===== src/source/datapath_pkg.sv =====
//================================================
// Datapath package
// Program counter, lane and operand widths
// Bundle geometry and register address sizes
// Reset constants of the decode stage
//================================================
package datapath_pkg;

	// Program counter and operand lanes
	localparam int pc_width        = 32;
	localparam int dword_width     = 32;
	localparam int lane_count      = 4;

	// One scratch counter per dimension, one mask bit each
	localparam int dimension_count = 4;

	// Register file addressing, 64 registers
	localparam int gpr_addr_width  = 6;
	localparam int index_width     = 6;

	// Instruction bundle, four unit instructions
	localparam int uinst_width     = 32;
	localparam int slot_count      = 4;
	localparam int bundle_width    = uinst_width * slot_count;

	//================================================
	// Reset constants
	//================================================
	// All ones bundle is a bubble
	localparam logic [bundle_width-1:0] bubble_bundle = '1;

	// No counter selected
	localparam logic [dimension_count-1:0] mask_none = '0;

endpackage


===== src/source/isa_pkg.sv =====
//================================================
// ISA package
// Opcodes of the special unit instructions
// Operation and counter control formats
// Decoded unit instruction union
//================================================
package isa_pkg;

	// Counter control and bubble opcodes
	localparam logic [7:0] opcode_gsc_ctrl = 8'hF0;
	localparam logic [7:0] opcode_nop      = 8'hFF;

	// Ordinary operation format
	typedef struct packed {
		logic [7:0]                              opcode;
		logic [datapath_pkg::gpr_addr_width-1:0] dest;
		// Destination is relative to the index
		logic                                    dest_rel;
		logic [datapath_pkg::gpr_addr_width-1:0] src0;
		logic [datapath_pkg::gpr_addr_width-1:0] src1;
		// Source 1 takes the scratch counters
		logic                                    src1_coord;
		logic [3:0]                              spare;
	} op_form_t;

	// Scratch counter control format
	typedef struct packed {
		logic [7:0]                               opcode;
		logic [datapath_pkg::dimension_count-1:0] rst_mask;
		logic [datapath_pkg::dimension_count-1:0] inc_mask;
		logic [15:0]                              spare;
	} ctrl_form_t;

	// One word, two views, chosen by the opcode
	typedef union packed {
		op_form_t   op;
		ctrl_form_t ctrl;
	} uinst_t;

	// True for an operation, false for control or bubble
	function automatic logic is_op_form(input uinst_t inst);
		return (inst.op.opcode != opcode_gsc_ctrl) && (inst.op.opcode != opcode_nop);
	endfunction

	// True for a counter control instruction
	function automatic logic is_ctrl_form(input uinst_t inst);
		return inst.ctrl.opcode == opcode_gsc_ctrl;
	endfunction

	// Slot order in a bundle, top bits first:
	// phase-0 main, phase-0 sub, phase-1 main, phase-1 sub

endpackage


===== src/source/src_coordinate.sv =====
//================================================
// Source 1 coordinate substitution
// Replaces the source 1 lanes with the scratch
// counter values on request of phase-1 main
//================================================
`timescale 1ns/1ps

module src_coordinate (
	// Raw phase-1 main instruction
	input  isa_pkg::uinst_t p1_main,
	// Source 1 operand, lane 0 in the low bits
	input  logic [datapath_pkg::lane_count-1:0][datapath_pkg::dword_width-1:0] src1a,
	// Current scratch counters
	input  logic [datapath_pkg::dimension_count-1:0][datapath_pkg::dword_width-1:0] gsc_value,
	// Source 1 after substitution
	output logic [datapath_pkg::lane_count-1:0][datapath_pkg::dword_width-1:0] src1a_coord
);

	import datapath_pkg::*;
	import isa_pkg::*;

	logic coord_sel;

	// Only an operation may ask for coordinates
	assign coord_sel = is_op_form(p1_main) && p1_main.op.src1_coord;

	always_comb begin
		for (int i = 0; i < lane_count; i++) begin
			// Lane i gets counter i
			if (coord_sel) begin
				src1a_coord[i] = gsc_value[i];
			end else begin
				src1a_coord[i] = src1a[i];
			end
		end
	end

endmodule


===== src/source/inst_coordinate.sv =====
//================================================
// Destination coordinate resolution
// Turns relative destinations of all four slots
// into absolute ones and reports the phase-0
// main destination and the relative index
//================================================
`timescale 1ns/1ps

module inst_coordinate (
	// Incoming bundle
	input  logic [datapath_pkg::bundle_width-1:0] uinstx4,
	// Source 0 operand, lane 0 carries the index
	input  logic [datapath_pkg::lane_count-1:0][datapath_pkg::dword_width-1:0] src0a,
	// Bundle with absolute destinations
	output logic [datapath_pkg::bundle_width-1:0] uinstx4_coord,
	// Resolved destination of phase-0 main
	output logic [datapath_pkg::gpr_addr_width-1:0] ref_addr_dest,
	// Relative index in use
	output logic [datapath_pkg::index_width-1:0] ref_addr_relative
);

	import datapath_pkg::*;
	import isa_pkg::*;

	logic [slot_count-1:0][uinst_width-1:0] slots_in;
	logic [slot_count-1:0][uinst_width-1:0] slots_out;
	logic [index_width-1:0]                 index;
	uinst_t                                 p0_main;

	// Slot 3 is phase-0 main, slot 0 is phase-1 sub
	assign slots_in = uinstx4;

	// Index from the low bits of lane 0
	assign index = src0a[0][index_width-1:0];

	//================================================
	// Per slot rewrite
	//================================================
	always_comb begin
		uinst_t slot;
		for (int s = 0; s < slot_count; s++) begin
			slot = slots_in[s];
			// Control and bubble slots stay as they are
			if (is_op_form(slot) && slot.op.dest_rel) begin
				// Six bit sum wraps modulo 64
				slot.op.dest     = slot.op.dest + index;
				slot.op.dest_rel = 1'b0;
			end
			slots_out[s] = slot;
		end
	end

	assign uinstx4_coord = slots_out;

	// Reference address from the resolved phase-0 main slot
	assign p0_main           = slots_out[slot_count-1];
	assign ref_addr_dest     = p0_main.op.dest;
	assign ref_addr_relative = index;

endmodule


===== src/source/gsc_control.sv =====
//================================================
// Scratch counter control decode
// Builds reset and increment masks from the
// phase-1 slots of a coordinated bundle
//================================================
`timescale 1ns/1ps

module gsc_control (
	// Phase-1 main in entry 1, phase-1 sub in entry 0
	input  logic [1:0][datapath_pkg::uinst_width-1:0] p1_pair,
	// Counter reset mask
	output logic [datapath_pkg::dimension_count-1:0]  gsc_rst,
	// Counter increment mask
	output logic [datapath_pkg::dimension_count-1:0]  gsc_inc
);

	import datapath_pkg::*;
	import isa_pkg::*;

	always_comb begin
		uinst_t slot;
		gsc_rst = mask_none;
		gsc_inc = mask_none;
		// Both phase-1 slots may carry control, masks merge
		for (int k = 0; k < 2; k++) begin
			slot = p1_pair[k];
			if (is_ctrl_form(slot)) begin
				gsc_rst = gsc_rst | slot.ctrl.rst_mask;
				gsc_inc = gsc_inc | slot.ctrl.inc_mask;
			end
		end
	end

endmodule


===== src/source/scratch_counters.sv =====
//================================================
// Global scratch counters
// One 32-bit counter per dimension, cleared or
// incremented by its own mask bit
//================================================
`timescale 1ns/1ps

module scratch_counters (
	input  logic                                        clk,
	input  logic                                        reset,
	// Registered masks from the decode stage
	input  logic [datapath_pkg::dimension_count-1:0]    gsc_rst,
	input  logic [datapath_pkg::dimension_count-1:0]    gsc_inc,
	// Counter values, counter i in entry i
	output logic [datapath_pkg::dimension_count-1:0][datapath_pkg::dword_width-1:0] gsc_value
);

	import datapath_pkg::*;

	always_ff @(posedge clk) begin
		if (reset) begin
			gsc_value <= '0;
		end else begin
			for (int i = 0; i < dimension_count; i++) begin
				// Clear beats increment on the same bit
				if (gsc_rst[i]) begin
					gsc_value[i] <= '0;
				end else if (gsc_inc[i]) begin
					// Wraps at 32 bits
					gsc_value[i] <= gsc_value[i] + 1'b1;
				end
			end
		end
	end

endmodule


===== src/source/decode_stage2.sv =====
//================================================
// Decode stage 2
// Destination and source coordinate blocks,
// counter control decode and the pipeline
// register holding the stage results
//================================================
`timescale 1ns/1ps

module decode_stage2 (
	input  logic                                      clk,
	input  logic                                      reset,
	// Stage inputs
	input  logic [datapath_pkg::pc_width-1:0]         pc,
	input  logic [datapath_pkg::bundle_width-1:0]     uinstx4,
	input  logic [datapath_pkg::lane_count-1:0][datapath_pkg::dword_width-1:0] src0a,
	input  logic [datapath_pkg::lane_count-1:0][datapath_pkg::dword_width-1:0] src0b,
	input  logic [datapath_pkg::lane_count-1:0][datapath_pkg::dword_width-1:0] src1a,
	// Scratch counters feed source substitution
	input  logic [datapath_pkg::dimension_count-1:0][datapath_pkg::dword_width-1:0] gsc_value,
	// Registered stage outputs
	output logic [datapath_pkg::pc_width-1:0]         pc_out,
	output logic [datapath_pkg::bundle_width-1:0]     uinstx4_out,
	output logic [datapath_pkg::lane_count-1:0][datapath_pkg::dword_width-1:0] src0a_out,
	output logic [datapath_pkg::lane_count-1:0][datapath_pkg::dword_width-1:0] src0b_out,
	output logic [datapath_pkg::lane_count-1:0][datapath_pkg::dword_width-1:0] src1a_out,
	output logic [datapath_pkg::gpr_addr_width-1:0]   ref_addr_dest,
	output logic [datapath_pkg::index_width-1:0]      ref_addr_relative,
	// Registered counter masks
	output logic [datapath_pkg::dimension_count-1:0]  gsc_rst,
	output logic [datapath_pkg::dimension_count-1:0]  gsc_inc
);

	import datapath_pkg::*;
	import isa_pkg::*;

	uinst_t                                 p1_main;
	logic [bundle_width-1:0]                uinstx4_coord;
	logic [lane_count-1:0][dword_width-1:0] src1a_coord;
	logic [gpr_addr_width-1:0]              ref_addr_dest_next;
	logic [index_width-1:0]                 ref_addr_relative_next;
	logic [dimension_count-1:0]             gsc_rst_next;
	logic [dimension_count-1:0]             gsc_inc_next;

	// Raw phase-1 main, third slot from the top
	assign p1_main = uinstx4[2*uinst_width-1:uinst_width];

	//================================================
	// Coordinate blocks
	//================================================
	src_coordinate src_coordinate_inst (
		.p1_main     (p1_main),
		.src1a       (src1a),
		.gsc_value   (gsc_value),
		.src1a_coord (src1a_coord)
	);

	inst_coordinate inst_coordinate_inst (
		.uinstx4           (uinstx4),
		.src0a             (src0a),
		.uinstx4_coord     (uinstx4_coord),
		.ref_addr_dest     (ref_addr_dest_next),
		.ref_addr_relative (ref_addr_relative_next)
	);

	// Masks come from the coordinated phase-1 slots
	gsc_control gsc_control_inst (
		.p1_pair (uinstx4_coord[2*uinst_width-1:0]),
		.gsc_rst (gsc_rst_next),
		.gsc_inc (gsc_inc_next)
	);

	//================================================
	// Pipeline register, advances every cycle
	//================================================
	always_ff @(posedge clk) begin
		if (reset) begin
			pc_out            <= '0;
			uinstx4_out       <= bubble_bundle;
			src0a_out         <= '0;
			src0b_out         <= '0;
			src1a_out         <= '0;
			ref_addr_dest     <= '0;
			ref_addr_relative <= '0;
			gsc_rst           <= mask_none;
			gsc_inc           <= mask_none;
		end else begin
			pc_out            <= pc;
			uinstx4_out       <= uinstx4_coord;
			src0a_out         <= src0a;
			src0b_out         <= src0b;
			src1a_out         <= src1a_coord;
			ref_addr_dest     <= ref_addr_dest_next;
			ref_addr_relative <= ref_addr_relative_next;
			gsc_rst           <= gsc_rst_next;
			gsc_inc           <= gsc_inc_next;
		end
	end

endmodule


===== src/source/decode_top.sv =====
//================================================
// Decode top
// Decode stage 2 with the global scratch
// counters that its masks control
//================================================
`timescale 1ns/1ps

module decode_top (
	input  logic                                      clk,
	input  logic                                      reset,
	// Bundle, PC and operands from decode stage 1
	input  logic [datapath_pkg::pc_width-1:0]         pc,
	input  logic [datapath_pkg::bundle_width-1:0]     uinstx4,
	input  logic [datapath_pkg::lane_count-1:0][datapath_pkg::dword_width-1:0] src0a,
	input  logic [datapath_pkg::lane_count-1:0][datapath_pkg::dword_width-1:0] src0b,
	input  logic [datapath_pkg::lane_count-1:0][datapath_pkg::dword_width-1:0] src1a,
	// Coordinated stage results
	output logic [datapath_pkg::pc_width-1:0]         pc_out,
	output logic [datapath_pkg::bundle_width-1:0]     uinstx4_out,
	output logic [datapath_pkg::lane_count-1:0][datapath_pkg::dword_width-1:0] src0a_out,
	output logic [datapath_pkg::lane_count-1:0][datapath_pkg::dword_width-1:0] src0b_out,
	output logic [datapath_pkg::lane_count-1:0][datapath_pkg::dword_width-1:0] src1a_out,
	output logic [datapath_pkg::gpr_addr_width-1:0]   ref_addr_dest,
	output logic [datapath_pkg::index_width-1:0]      ref_addr_relative,
	// Counter values, also fed back into the stage
	output logic [datapath_pkg::dimension_count-1:0][datapath_pkg::dword_width-1:0] gsc_value
);

	import datapath_pkg::*;

	// Masks from the stage register to the counters
	logic [dimension_count-1:0] gsc_rst;
	logic [dimension_count-1:0] gsc_inc;

	decode_stage2 decode_stage2_inst (
		.clk               (clk),
		.reset             (reset),
		.pc                (pc),
		.uinstx4           (uinstx4),
		.src0a             (src0a),
		.src0b             (src0b),
		.src1a             (src1a),
		.gsc_value         (gsc_value),
		.pc_out            (pc_out),
		.uinstx4_out       (uinstx4_out),
		.src0a_out         (src0a_out),
		.src0b_out         (src0b_out),
		.src1a_out         (src1a_out),
		.ref_addr_dest     (ref_addr_dest),
		.ref_addr_relative (ref_addr_relative),
		.gsc_rst           (gsc_rst),
		.gsc_inc           (gsc_inc)
	);

	scratch_counters scratch_counters_inst (
		.clk       (clk),
		.reset     (reset),
		.gsc_rst   (gsc_rst),
		.gsc_inc   (gsc_inc),
		.gsc_value (gsc_value)
	);

endmodule


===== config.mk =====
export PLATFORM = sky130hd
export DESIGN_NAME = decode_top
export DESIGN_NICKNAME = d
export VERILOG_FILES = /design/src/source/datapath_pkg.sv /design/src/source/isa_pkg.sv /design/src/source/src_coordinate.sv /design/src/source/inst_coordinate.sv /design/src/source/gsc_control.sv /design/src/source/scratch_counters.sv /design/src/source/decode_stage2.sv /design/src/source/decode_top.sv
export SDC_FILE = /design/constraint.sdc
export NUM_CORES = 1
export LEC_CHECK = 0
export BUFFER_PORTS_ARGS = -buffer_cell sky130_fd_sc_hd__buf_2
export CORE_AREA = 5 5 481 483
export DETAILED_ROUTE_END_ITERATION = 8
export DIE_AREA = 0 0 486 488
export PLACE_DENSITY = 0.3
export SLEW_MARGIN = 40
export SYNTH_ARGS = -nofsm -noshare
export SYNTH_HDL_FRONTEND = slang
export SYNTH_SLANG_ARGS = --single-unit

===== constraint.sdc =====
create_clock -name clk -period 2.6 [get_ports clk]
set_clock_uncertainty 0.2 [all_clocks]
set_input_delay 0.39 -clock clk [delete_from_list [all_inputs] [get_ports clk]]
set_output_delay 0.39 -clock clk [all_outputs]
set_load 0.1 [all_outputs]

==> results of run 1 <==
-- routing by layer --
metal,vias to the layer above,track usage
met5,-,0
met4,18,0.0422
met3,210,0.0444
met2,956,0.212
met1,10900,0.143
li1,11200,-
-- critical path: stages --
cell           delay (ps)
dlygate4sd3_1         580
buf_2                 150
or4_1                 510
a21o_1                230
nand2_1               220
nor2_1                 80
a211o_1               260
dlygate4sd3_1         550
-- cells by family (layout without fill, tap and decap cells) --
family | after synthesis | in the layout | share of synthesized area
multiplexers | 8 | 8 | 0.00361
flip-flops | 686 | 686 | 0.609
AND/OR/NAND/NOR | 1046 | 1046 | 0.241
other | 0 | 17 | 0
adder cells (fa/ha/maj) | 28 | 28 | 0.0169
XOR/XNOR | 114 | 114 | 0.0443
buffers and inverters | 138 | 2110 | 0.0252
AO/OA/AOI/OAI | 243 | 243 | 0.0603
-- power groups by stage --
stage / combinational (mW) / sequential, mW / clock [mW]
floorplan: 0.707 / 14.6 / 0
CTS: 6.36 / 11.2 / 14.5
finish: 6.27 / 11.1 / 13.8
detailed placement: 5.57 / 11.4 / 0
global placement: 5.59 / 11.4 / 0
global route: 6.55 / 11.2 / 14.8
-- state kept, by name, indices dropped and copies added (netlist names) --
register,count
decode_stage2_inst.pc_out,32
decode_stage2_inst.src0a_out,123
decode_stage2_inst.src0b_out,128
decode_stage2_inst.ref_addr_dest,6
decode_stage2_inst.gsc_rst,4
decode_stage2_inst.gsc_inc,4
decode_stage2_inst.src1a_out,128
scratch_counters_inst.gsc_value,128
decode_stage2_inst.uinstx4_out,128
decode_stage2_inst.ref_addr_relative,5
-- repair_timing --
item                                    in CTS  in global routing
resized for setup                            2                  9
hold endpoints to repair                   553                  0
endpoints found under the setup margin       2                  6
hold buffers                               562                  0
buffers inserted                             0                  0
-- worst max path at each step --
stage,startpoint,to,slack (ps)
after floorplan,scratch_counters_inst.gsc_value[52],scratch_counters_inst.gsc_value[59],-10
after global placement,uinstx4[56],decode_stage2_inst.src1a_out[54],-3
after detailed placement,uinstx4[56],decode_stage2_inst.src1a_out[58],10
after CTS,uinstx4[115],decode_stage2_inst.uinstx4_out[119],10
after global routing,uinstx4[120],decode_stage2_inst.uinstx4_out[114],3
final,uinstx4[88],decode_stage2_inst.uinstx4_out[84],30
-- cells in the mapped netlist (6+ instances only) --
master,count,area (um^2)
a211o_1,12,105
a21o_1,11,82.6
a21oi_1,168,841
a22oi_1,8,60.1
and3_1,14,87.6
and4_1,13,114
buf_2,16,80.1
buf_4,6,45.0
clkbuf_1,96,360
dfxtp_1,686,13700
ha_1,24,300
inv_1,17,63.8
mux2i_1,7,70.1
nand2_1,325,1220
nand3_1,37,185
nand4_1,36,225
nor2_1,147,552
nor2b_1,290,1810
nor3_1,10,50.1
o21ai_0,27,135
or2_2,105,657
or3_1,23,144
or4_1,9,67.6
xnor2_1,34,298
xor2_1,80,701
-- area by class of cell --
type | count | share of cell area
flip-flops and latches | 686 | 0.327
repair buffers | 1920 | 0.307
multi-input cells | 1439 | 0.196
well taps | 3009 | 0.0893
clock buffers | 132 | 0.0630
clock inverters | 41 | 0.0150
inverters | 17 | 0.00151
diodes | 17 | 0.00101
-- cells in the final DEF, fill, tap and decap left out, types with 4 or more instances in the layout --
cell | Yosys | final
buf_2 | 16 | 1225
dfxtp_1 | 686 | 635
dlygate4sd3_1 | 0 | 561
nand2_1 | 325 | 323
nor2b_1 | 290 | 290
a21oi_1 | 168 | 166
nor2_1 | 147 | 146
buf_4 | 6 | 117
or2_2 | 105 | 105
clkbuf_16 | 0 | 95
xor2_1 | 80 | 80
dfxtp_2 | 0 | 51
nand3_1 | 37 | 37
nand4_1 | 36 | 36
xnor2_1 | 34 | 34
o21ai_0 | 27 | 27
ha_1 | 24 | 24
or3_1 | 23 | 23
clkbuf_1 | 96 | 23
diode_2 | 0 | 17
inv_1 | 17 | 17
and3_1 | 14 | 14
clkbuf_8 | 0 | 14
buf_12 | 0 | 14
and4_1 | 13 | 13
a211o_1 | 12 | 12
a21o_1 | 11 | 10
nor3_1 | 10 | 10
clkinv_2 | 0 | 10
or4_1 | 9 | 9
bufinv_16 | 0 | 9
clkinvlp_4 | 0 | 9
a22oi_1 | 8 | 8
mux2i_1 | 7 | 7
nand2b_1 | 5 | 5
nor4_1 | 5 | 5
clkinv_16 | 0 | 5
o211ai_1 | 4 | 4
and2_1 | 5 | 4
==> metrics.txt, run 1 <==
Post-synth EDFFs 0; slew at the pin closest to its max-slew limit 785 ps; maximum vdd drop 0.456 mV; Worst Setup Path Type input pin to flip-flop; CP Launch Type input pin; Critical Path AT 3000 ps; outcome complete, no violations; Reg2Reg Setup Slack 350 ps; CTS tree done; post-synth net total 2837; PortBufs 1229; DR WL/cell 21.1 um; maximum capacitance violations 0; DRT iter0 DRCs 670; Initial Utilization 0.0996; Leakage 18.5 nW; Reg-to-Reg Start scratch_counters_inst.gsc_value[104]; vias in the first global route 24800; GRT Total Usage 0.124; DIE AREA 0.237 mm^2; final setup fails 0; r2r endpoint scratch_counters_inst.gsc_value[127]; Post-DRT Antenna Nets 0; worst setup margin 25.4 ps; Mean Syn Cell Area 9.97 um^2; first-pass detailed-route iteration total 4; root buffer cell clkbuf_16; ys async rst share 0; Ys Warns 0; main flop type after synthesis dfxtp_1; WHS 174 ps; Cell Area, Synth 0.0226 mm^2; power per cell area 740 mW/mm^2; Place WS 12.5 ps; fin cells 7261; Hold WC Path Type input pin to flip-flop; Detailed Route WL 153 mm; Core Rows 175; Core ar. 0.226 mm^2; Post-Syn Instances 2263; Routability Congestion 0.872; Metal-1 WL 61.7 mm; Top Layer Used met5; slew margin rel. 0.480; FF-to-FF path depth 6; Vias/cell 3.20; H-tree Lvls 3; filler cell count 25400; Num CTS Buffers 95; initial antenna violation count 54; via count 23200; Skew-Pair Late Insertion Delay 710 ps; Hold Crit Start uinstx4[105]; sequential power share 0.357; Sw Share 0.338; Die W 486 um; CTS sink cnt 686; Slew Viols, Final 0; Register Area 0.0138 mm^2; Int Power 20.7 mW; Final Core Density 0.186; CP Max Fanout 8; Routed met3 length 12.5 mm; Hold EP decode_stage2_inst.uinstx4_out[105]; synthesized flop and latch total 686; total power 31.2 mW; nets 4733; Req. time, crit path 3020 ps; Seq/Total Area, Yosys 0.609; final setup TNS 0 ps; dpl cells 6509; Clk pwr share 0.442; Psw 10.6 mW; DP Wirelength 126 mm; layout cells sized above 1 0.400; Fin. Hold Viols 0; Gate power share 0.201; Critical Path Sink Type flip-flop; DRC 0; fmax 388 MHz; post-route minimum period 2570 ps; largest net degree at the start of global routing 73; Clock Tree Buf Depth 3; DR WL met2 73.4 mm; Clock transition at path regs 60 ps; RSZ-0062 raised after global routing false; Die Ht 488 um; hold path cells 3; Final Cell Area 0.0422 mm^2; first-pass GRT wire length 205 mm; IO Count 1230; GR Overflow Total 0; Distinct cells, synth 56; Post-Place Cell Area 0.0332 mm^2; fin crit share 0.990; Multi-input gate area 0.00829 mm^2; area grow syn2layout 87.0%
No activity file was read; power rests on OpenSTA's default activity.
==> run 2: changes to the inputs <==
CELL_PAD_IN_SITES_DETAIL_PLACEMENT = 1   (was not set)
CELL_PAD_IN_SITES_GLOBAL_PLACEMENT = 1   (was not set)
CORE_AREA = 5 5 472 474   (was 5 5 481 483)
DIE_AREA = 0 0 477 479   (was 0 0 486 488)
PLACE_DENSITY = 0.36   (was 0.3)
==> run 2 against run 1 <==
Against the previous run: sequential cell count stayed put; wire length is 1.3% higher; utilization is 0.64 points higher; clock power hardly changed; design area is 0.20% lower; first-iteration DRC count is 5.1% lower.
==> metrics.txt, run 2 (synthesis gave the netlist of run 1 again) <==
outcome complete, no violations; IO Count 1230 (unchanged); CP Buf/Inv Count 3 (unchanged); Core ar. 0.218 mm^2 (-3.5%); CP max stage delay 550 ps (-30 ps); Int Power 20.7 mW (+0.34%); root buffer cell clkbuf_16; Slew Viols, Final 0 (unchanged); Routability Congestion 0.847 (-2.9%); Clk pwr share 0.441 (about the same); worst path cell trace dlygate4sd3_1 -> buf_2 -> fa_2 -> a21o_1 -> a21oi_1 -> xor2_1 -> nor2_1 -> a211o_1 -> dlygate4sd3_1; DR WL/cell 21.7 um (+3.2%); layout cells sized above 1 0.400 (+0.000471); Clock Tree Buf Depth 3 (unchanged); Hold WC Path Type input pin to flip-flop; worst setup margin 36.2 ps (+10.9 ps); nets 4751 (+0.38%); GRT Total Usage 0.130 (+0.00653); Critical Path Sink Type flip-flop; fmax 390 MHz (+0.42%); Initial Utilization 0.103 (+0.00363); Worst path slowest cell dlygate4sd3_1; Final Core Density 0.193 (+0.00641); fin crit share 0.986 (-0.00418); Psw 10.4 mW (-1.4%); Vias/cell 3.29 (+3.1%); most frequent cells in the layout buf_2, dfxtp_1, dlygate4sd3_1; Clock transition at path regs 60 ps (about the same); area grow syn2layout 86.6%; initial antenna violation count 26 (-52%); Req. time, crit path 3000 ps (-20 ps); vias in the first global route 26100 (+5.4%); Place WS -27.2 ps (-39.7 ps); Skew-Pair Late Insertion Delay 730 ps (+20 ps); PortBufs 1229 (unchanged); Fin. Hold Viols 0 (unchanged); sequential power share 0.357 (about the same); power per cell area 740 mW/mm^2 (about the same); DIE AREA 0.228 mm^2 (-3.7%); Detailed Route WL 155 mm (+1.3%); Gate power share 0.202 (about the same); via count 23500 (+1.2%); filler cell count 25600 (+0.72%); Die Ht 479 um (-1.8%); DP Wirelength 127 mm (+0.43%); CP top delay family buffers and inverters; Core Rows 172 (-1.7%); maximum capacitance violations 0 (unchanged); CP Max Fanout 3 (-5); post-route minimum period 2560 ps (-10.9 ps); RSZ-0062 raised after global routing false; final setup fails 0 (unchanged); slew at the pin closest to its max-slew limit 760 ps (-24.6 ps); busiest grt layer met2; CTS tree done; Die W 477 um (-1.9%); Worst Setup Path Type input pin to flip-flop; H-tree Lvls 3 (unchanged); GR Overflow Total 0 (unchanged); DRT iter0 DRCs 636 (-5.1%); Sw Share 0.334 (-0.00398); GR Util met3 0.0513 (+0.00696); CTS sink cnt 686 (unchanged); first-pass GRT wire length 211 mm (+2.9%); first-pass detailed-route iteration total 5 (+1); largest net degree at the start of global routing 100 (+37%); grt met1 use 0.147 (+0.00412); Num CTS Buffers 94 (-1.1%); Critical Path AT 2960 ps (-40 ps); met2 Use GR 0.230 (+0.0183); commonest non-fill, non-tap cell in the layout buf_2; maximum vdd drop 0.505 mV (+11%); slew margin rel. 0.497 (+0.0163); CP Launch Type input pin; Post-DRT Antenna Nets 0 (unchanged); DRC 0 (unchanged); most used cell, CP dlygate4sd3_1; Leakage 18.7 nW (+0.84%)
-- run 2: cell count changes in the layout (fill, tap and decap cells not counted), sizes merged --
cell          before   now
inv               22    20
clkinvlp           9     2
dlygate4sd3      561   567
buf             1357  1372
clkbuf           133   135
clkinv            18    20
dlymetal6s4s       1     0
diode             17    10
-- run 2: layer usage --
| metal | routed length [um] | share of wire |
|---|---|---|
| met1 | 61900 | 0.40 |
| met2 | 76800 | 0.50 |
| met3 | 13200 | 0.085 |
| met4 | 3070 | 0.020 |
| met5 | 108 | 0.00070 |
-- run 2: worst paths after layout --
path / from / endpoint / slack, ps / cells past startpoint
max reg2reg: scratch_counters_inst.gsc_value[105] / scratch_counters_inst.gsc_value[127] / 210 / 7
min reg2reg: scratch_counters_inst.gsc_value[45] / decode_stage2_inst.src1a_out[45] / 310 / 2
max: uinstx4[83] / decode_stage2_inst.uinstx4_out[86] / 40 / 9
min: src0a[0] / decode_stage2_inst.uinstx4_out[50] / 90 / 4
-- run 2: per-stage QoR --
step / total power, mW / std cells / instance area, um^2 / TNS, ps / hold slack, ps
2_1_floorplan: 15.3 / 2263 / 22600 / -13.4 / 294
3_3_place_gp: 17.0 / 6383 / 33100 / 0 / 304
3_5_place_dp: 17.0 / 6383 / 33100 / -27.2 / 310
4_1_cts: 31.9 / 7119 / 42000 / 0 / 9.28
5_1_grt: 32.5 / 7128 / 42100 / 0 / 59.8
6_report: 31.1 / 7131 / 42100 / 0 / 89.7
-- run 2: power by group through the flow --
stage          clock network (mW)  logic (mW)  registers, mW
2_1_floorplan                   0       0.707           14.6
3_3_place_gp                    0        5.63           11.4
3_5_place_dp                    0        5.62           11.4
4_1_cts                      14.4        6.38           11.1
5_1_grt                      14.7        6.56           11.2
6_report                     13.7        6.28           11.1
-- run 2: layout make-up --
class                      count  area [um^2]  area share
clock inverter                34          513      0.0122
multi-input combinational   1439         8270       0.196
inverter                      17         63.8     0.00152
antenna                       10         25.0    0.000594
tap                         2871         3590      0.0853
clock buffer                 135         2730      0.0648
timing repair buffer        1939        13100       0.311
sequential                   686        13800       0.328
-- run 2: worst reg2reg max path: cells and delay by family, from the launching register on --
family	cells	cell delay, ps
flip-flops	1	440
buffers and inverters	1	210
AND/OR/NAND/NOR	5	1260
XOR/XNOR	1	160
-- run 2: repair_timing --
item / 4_1_cts / 5_1_grt
resized for setup: 0 / 5
buffers inserted: 0 / 2
hold buffers: 567 / 0
endpoints found under the hold margin: 558 / 0
endpoints found under the setup margin: 0 / 13
==> run 3: changes to the inputs <==
ABC_AREA = 1   (was not set)
CORE_AREA = 5 5 480 482   (was 5 5 472 474)
DIE_AREA = 0 0 485 487   (was 0 0 477 479)
PLACE_DENSITY = 0.37   (was 0.36)
==> run 3 against run 2 <==
Against the previous run: cell count is 12% higher; synthesized area up 6.2%; critical path depth up 1; fmax up 0.41%; register-to-register slack better by 310 ps; clock power is 4% higher; setup slack better by 10 ps; utilization about the same; synthesized cell count grew 31%; critical path type unchanged; via count grew 13%; first-iteration DRC count increased by 22%; critical endpoint is now decode_stage2_inst.ref_addr_dest[3]; largest cell class unchanged; non-clock buffer count fell by 31.
==> metrics.txt, run 3 <==
Distinct cells, synth 35 (-38%); filler cell count 27200 (+6.0%); Initial Utilization 0.106 (+0.00273); PortBufs 1229 (unchanged); Hold Crit Start uinstx4[78]; most frequent cells in the layout buf_2, dfxtp_1, nor2_1; DRT iter0 DRCs 773 (+22%); slew margin rel. 0.542 (+0.0457); Int Power 21.1 mW (+2.0%); IO Count 1230 (unchanged); Num CTS Buffers 97 (+3.2%); Detailed Route WL 164 mm (+5.8%); final setup fails 0 (unchanged); Core Rows 175 (+1.7%); via count 26500 (+13%); Die Ht 487 um (+1.7%); Gate power share 0.205 (+0.003); leading area contributor after synthesis dfxtp_1; vias in the first global route 29000 (+11%); worst path cell trace dlygate4sd3_1 -> buf_2 -> nand2_1 -> nor3_2 -> nand3_2 -> nand2_4 -> nand2_1 -> dlygate4sd3_1 -> a21oi_1 -> dlygate4sd3_1; Post-synth EDFFs 0 (unchanged); Mean Syn Cell Area 8.10 um^2 (-19%); Leakage 20.7 nW (+11%); synth cell count leaders dfxtp_1, nor2_1, inv_1, nand2_1, o21ai_0; CP Max Fanout 6 (+3); CTS sink cnt 686 (unchanged); DIE AREA 0.236 mm^2 (+3.4%); CP Buf/Inv Count 4 (+1); nets 5427 (+14%); synthesized flop and latch total 686 (unchanged); initial antenna violation count 47 (+81%); Ys Warns 0 (unchanged); ranking of synthesized cells by area dfxtp_1, nor2_1, inv_1; Critical Path AT 3000 ps (+40 ps); fmax 392 MHz (+0.41%); Fin. Hold Viols 0 (unchanged); Skew-Pair Late Insertion Delay 740 ps (about the same); most used cell, CP dlygate4sd3_1; Reg2Reg Setup Slack 520 ps (+310 ps); Clock transition at path regs 60 ps (about the same); Vias/cell 3.33 (+1.2%); GR Overflow Total 0 (unchanged); Req. time, crit path 3050 ps (+50 ps); Post-DRT Antenna Nets 0 (unchanged); total power 32.0 mW (+2.8%); fin cells 7965 (+12%); Die W 485 um (+1.7%); CP top delay family buffers and inverters; WHS 167 ps (+77.8 ps); H-tree Lvls 3 (unchanged); first-pass GRT wire length 226 mm (+7.2%); maximum capacitance violations 0 (unchanged); Hold WC Path Type input pin to flip-flop; dpl cells 7177 (+12%); sequential power share 0.349 (-0.008); Slew Viols, Final 0 (unchanged); Critical Path Sink Type flip-flop; DR WL/cell 20.6 um (-5.2%); post-route minimum period 2550 ps (-10.5 ps); Hold EP decode_stage2_inst.uinstx4_out[78]; Clock Tree Buf Depth 3 (unchanged); post-synth top area share 0.573 (-0.0354); area grow syn2layout 81.8%; RSZ-0062 raised after global routing false; final setup TNS 0 ps (unchanged); FF-to-FF path depth 8 (+1); Seq/Total Area, Yosys 0.573 (-0.0354); CP max stage delay 580 ps (+30 ps); Cell Area, Synth 0.0239 mm^2 (+6.2%); Reg-to-Reg Start scratch_counters_inst.gsc_value[1]; hold path cells 3 (-1); maximum vdd drop 0.488 mV (-3.4%); commonest non-fill, non-tap cell in the layout buf_2; count leader, synth dfxtp_1; main flop type after synthesis dfxtp_1; root buffer cell clkbuf_16; CP Launch Type input pin; Sw Share 0.340 (+0.00554); DP Wirelength 137 mm (+7.9%); layout cells sized above 1 0.324 (-0.0769); CTS tree done; Clk pwr share 0.446 (+0.005); Worst path slowest cell dlygate4sd3_1; Core ar. 0.226 mm^2 (+3.4%); Psw 10.9 mW (+4.5%); Routability Congestion 0.868 (+2.5%); Worst Setup Path Type input pin to flip-flop; post-synth net total 3529 (+24%); fin crit share 0.982 (-0.00404); ys async rst share 0 (unchanged); outcome complete, no violations; Final Core Density 0.193 (about the same); Post-Syn Instances 2955 (+31%); DRC 0 (unchanged); GRT Total Usage 0.134 (+0.00392); slew at the pin closest to its max-slew limit 686 ps (-74.5 ps); largest net degree at the start of global routing 98 (-2.0%); first-pass detailed-route iteration total 5 (unchanged); power per cell area 735 mW/mm^2 (-0.58%); r2r endpoint scratch_counters_inst.gsc_value[18]
## run 3: cell type report
class,instances,area [um^2],share of cell area
Antenna cell,24,60.1,0.00138
Clock buffer,141,2790,0.0641
Clock inverter,37,609,0.0140
Inverter,479,1810,0.0415
Multi-Input combinational cell,1681,7930,0.182
Sequential cell,686,13700,0.315
Tap cell,3009,3760,0.0865
Timing Repair Buffer,1908,12800,0.295
## run 3: worst max-delay path by stage
stage                                        start                                  end  slack [ps]  cells after the start
5_1_grt                                uinstx4[25]   decode_stage2_inst.uinstx4_out[20]          40                     11
4_1_cts        scratch_counters_inst.gsc_value[28]                        gsc_value[28]          20                      1
2_1_floorplan  scratch_counters_inst.gsc_value[65]  scratch_counters_inst.gsc_value[78]          80                      8
3_3_place_gp                           uinstx4[56]        decode_stage2_inst.gsc_inc[0]         330                      8
3_5_place_dp                           uinstx4[31]        decode_stage2_inst.gsc_rst[1]         360                      9
6_report                              uinstx4[125]  decode_stage2_inst.ref_addr_dest[3]          50                     10
## run 3: cells by family (layout without fill, tap and decap cells)
family,after synthesis,in the layout,share of synthesized area
AOI/OAI and AO/OA,343,343,0.0728
other,0,24,0
xor gates and xnor gates,48,48,0.0176
and+or+nand+nor,1262,1262,0.223
buffers and inverters,588,2565,0.0970
adders and majority gates,28,28,0.0159
DFF,686,686,0.573
## run 3: through the flow
step / instance area [um^2] / setup slack [ps]
3_3_place_gp: 34200 / 331
3_5_place_dp: 34200 / 363
5_1_grt: 43500 / 35.2
6_report: 43500 / 46.7
4_1_cts: 43500 / 23.7
2_1_floorplan: 23900 / 84.3
## run 3: power groups by stage
stage / sequential (mW) / combinational, mW / clock [mW]
5_1_grt: 11.2 / 6.88 / 15.4
3_5_place_dp: 11.4 / 5.90 / 0
6_report: 11.2 / 6.57 / 14.3
4_1_cts: 11.2 / 6.68 / 15.0
2_1_floorplan: 14.8 / 0.791 / 0
3_3_place_gp: 11.4 / 5.90 / 0
## run 3: repair_timing
item	in CTS	in global routing
setup buffers	0	1
resized for setup	1	9
pin swaps	0	3
endpoints found under the hold margin	558	0
hold buffers	588	0
endpoints found under the setup margin	1	7
## run 3: tightest hold or removal path, stage by stage
cell,delay (ps)
dlygate4sd3_1,520
buf_2,90
or2_2,90
## run 3: layer usage
metal  routed length [um]  up-vias  global-route usage  part of all wire
li1                     -    12900                   -                 -
met1                62100    12600               0.143              0.38
met2                86800      883               0.255              0.53
met3                11000      189              0.0419             0.067
met4                 3950       28              0.0322             0.024
met5                  180        -                   0            0.0011
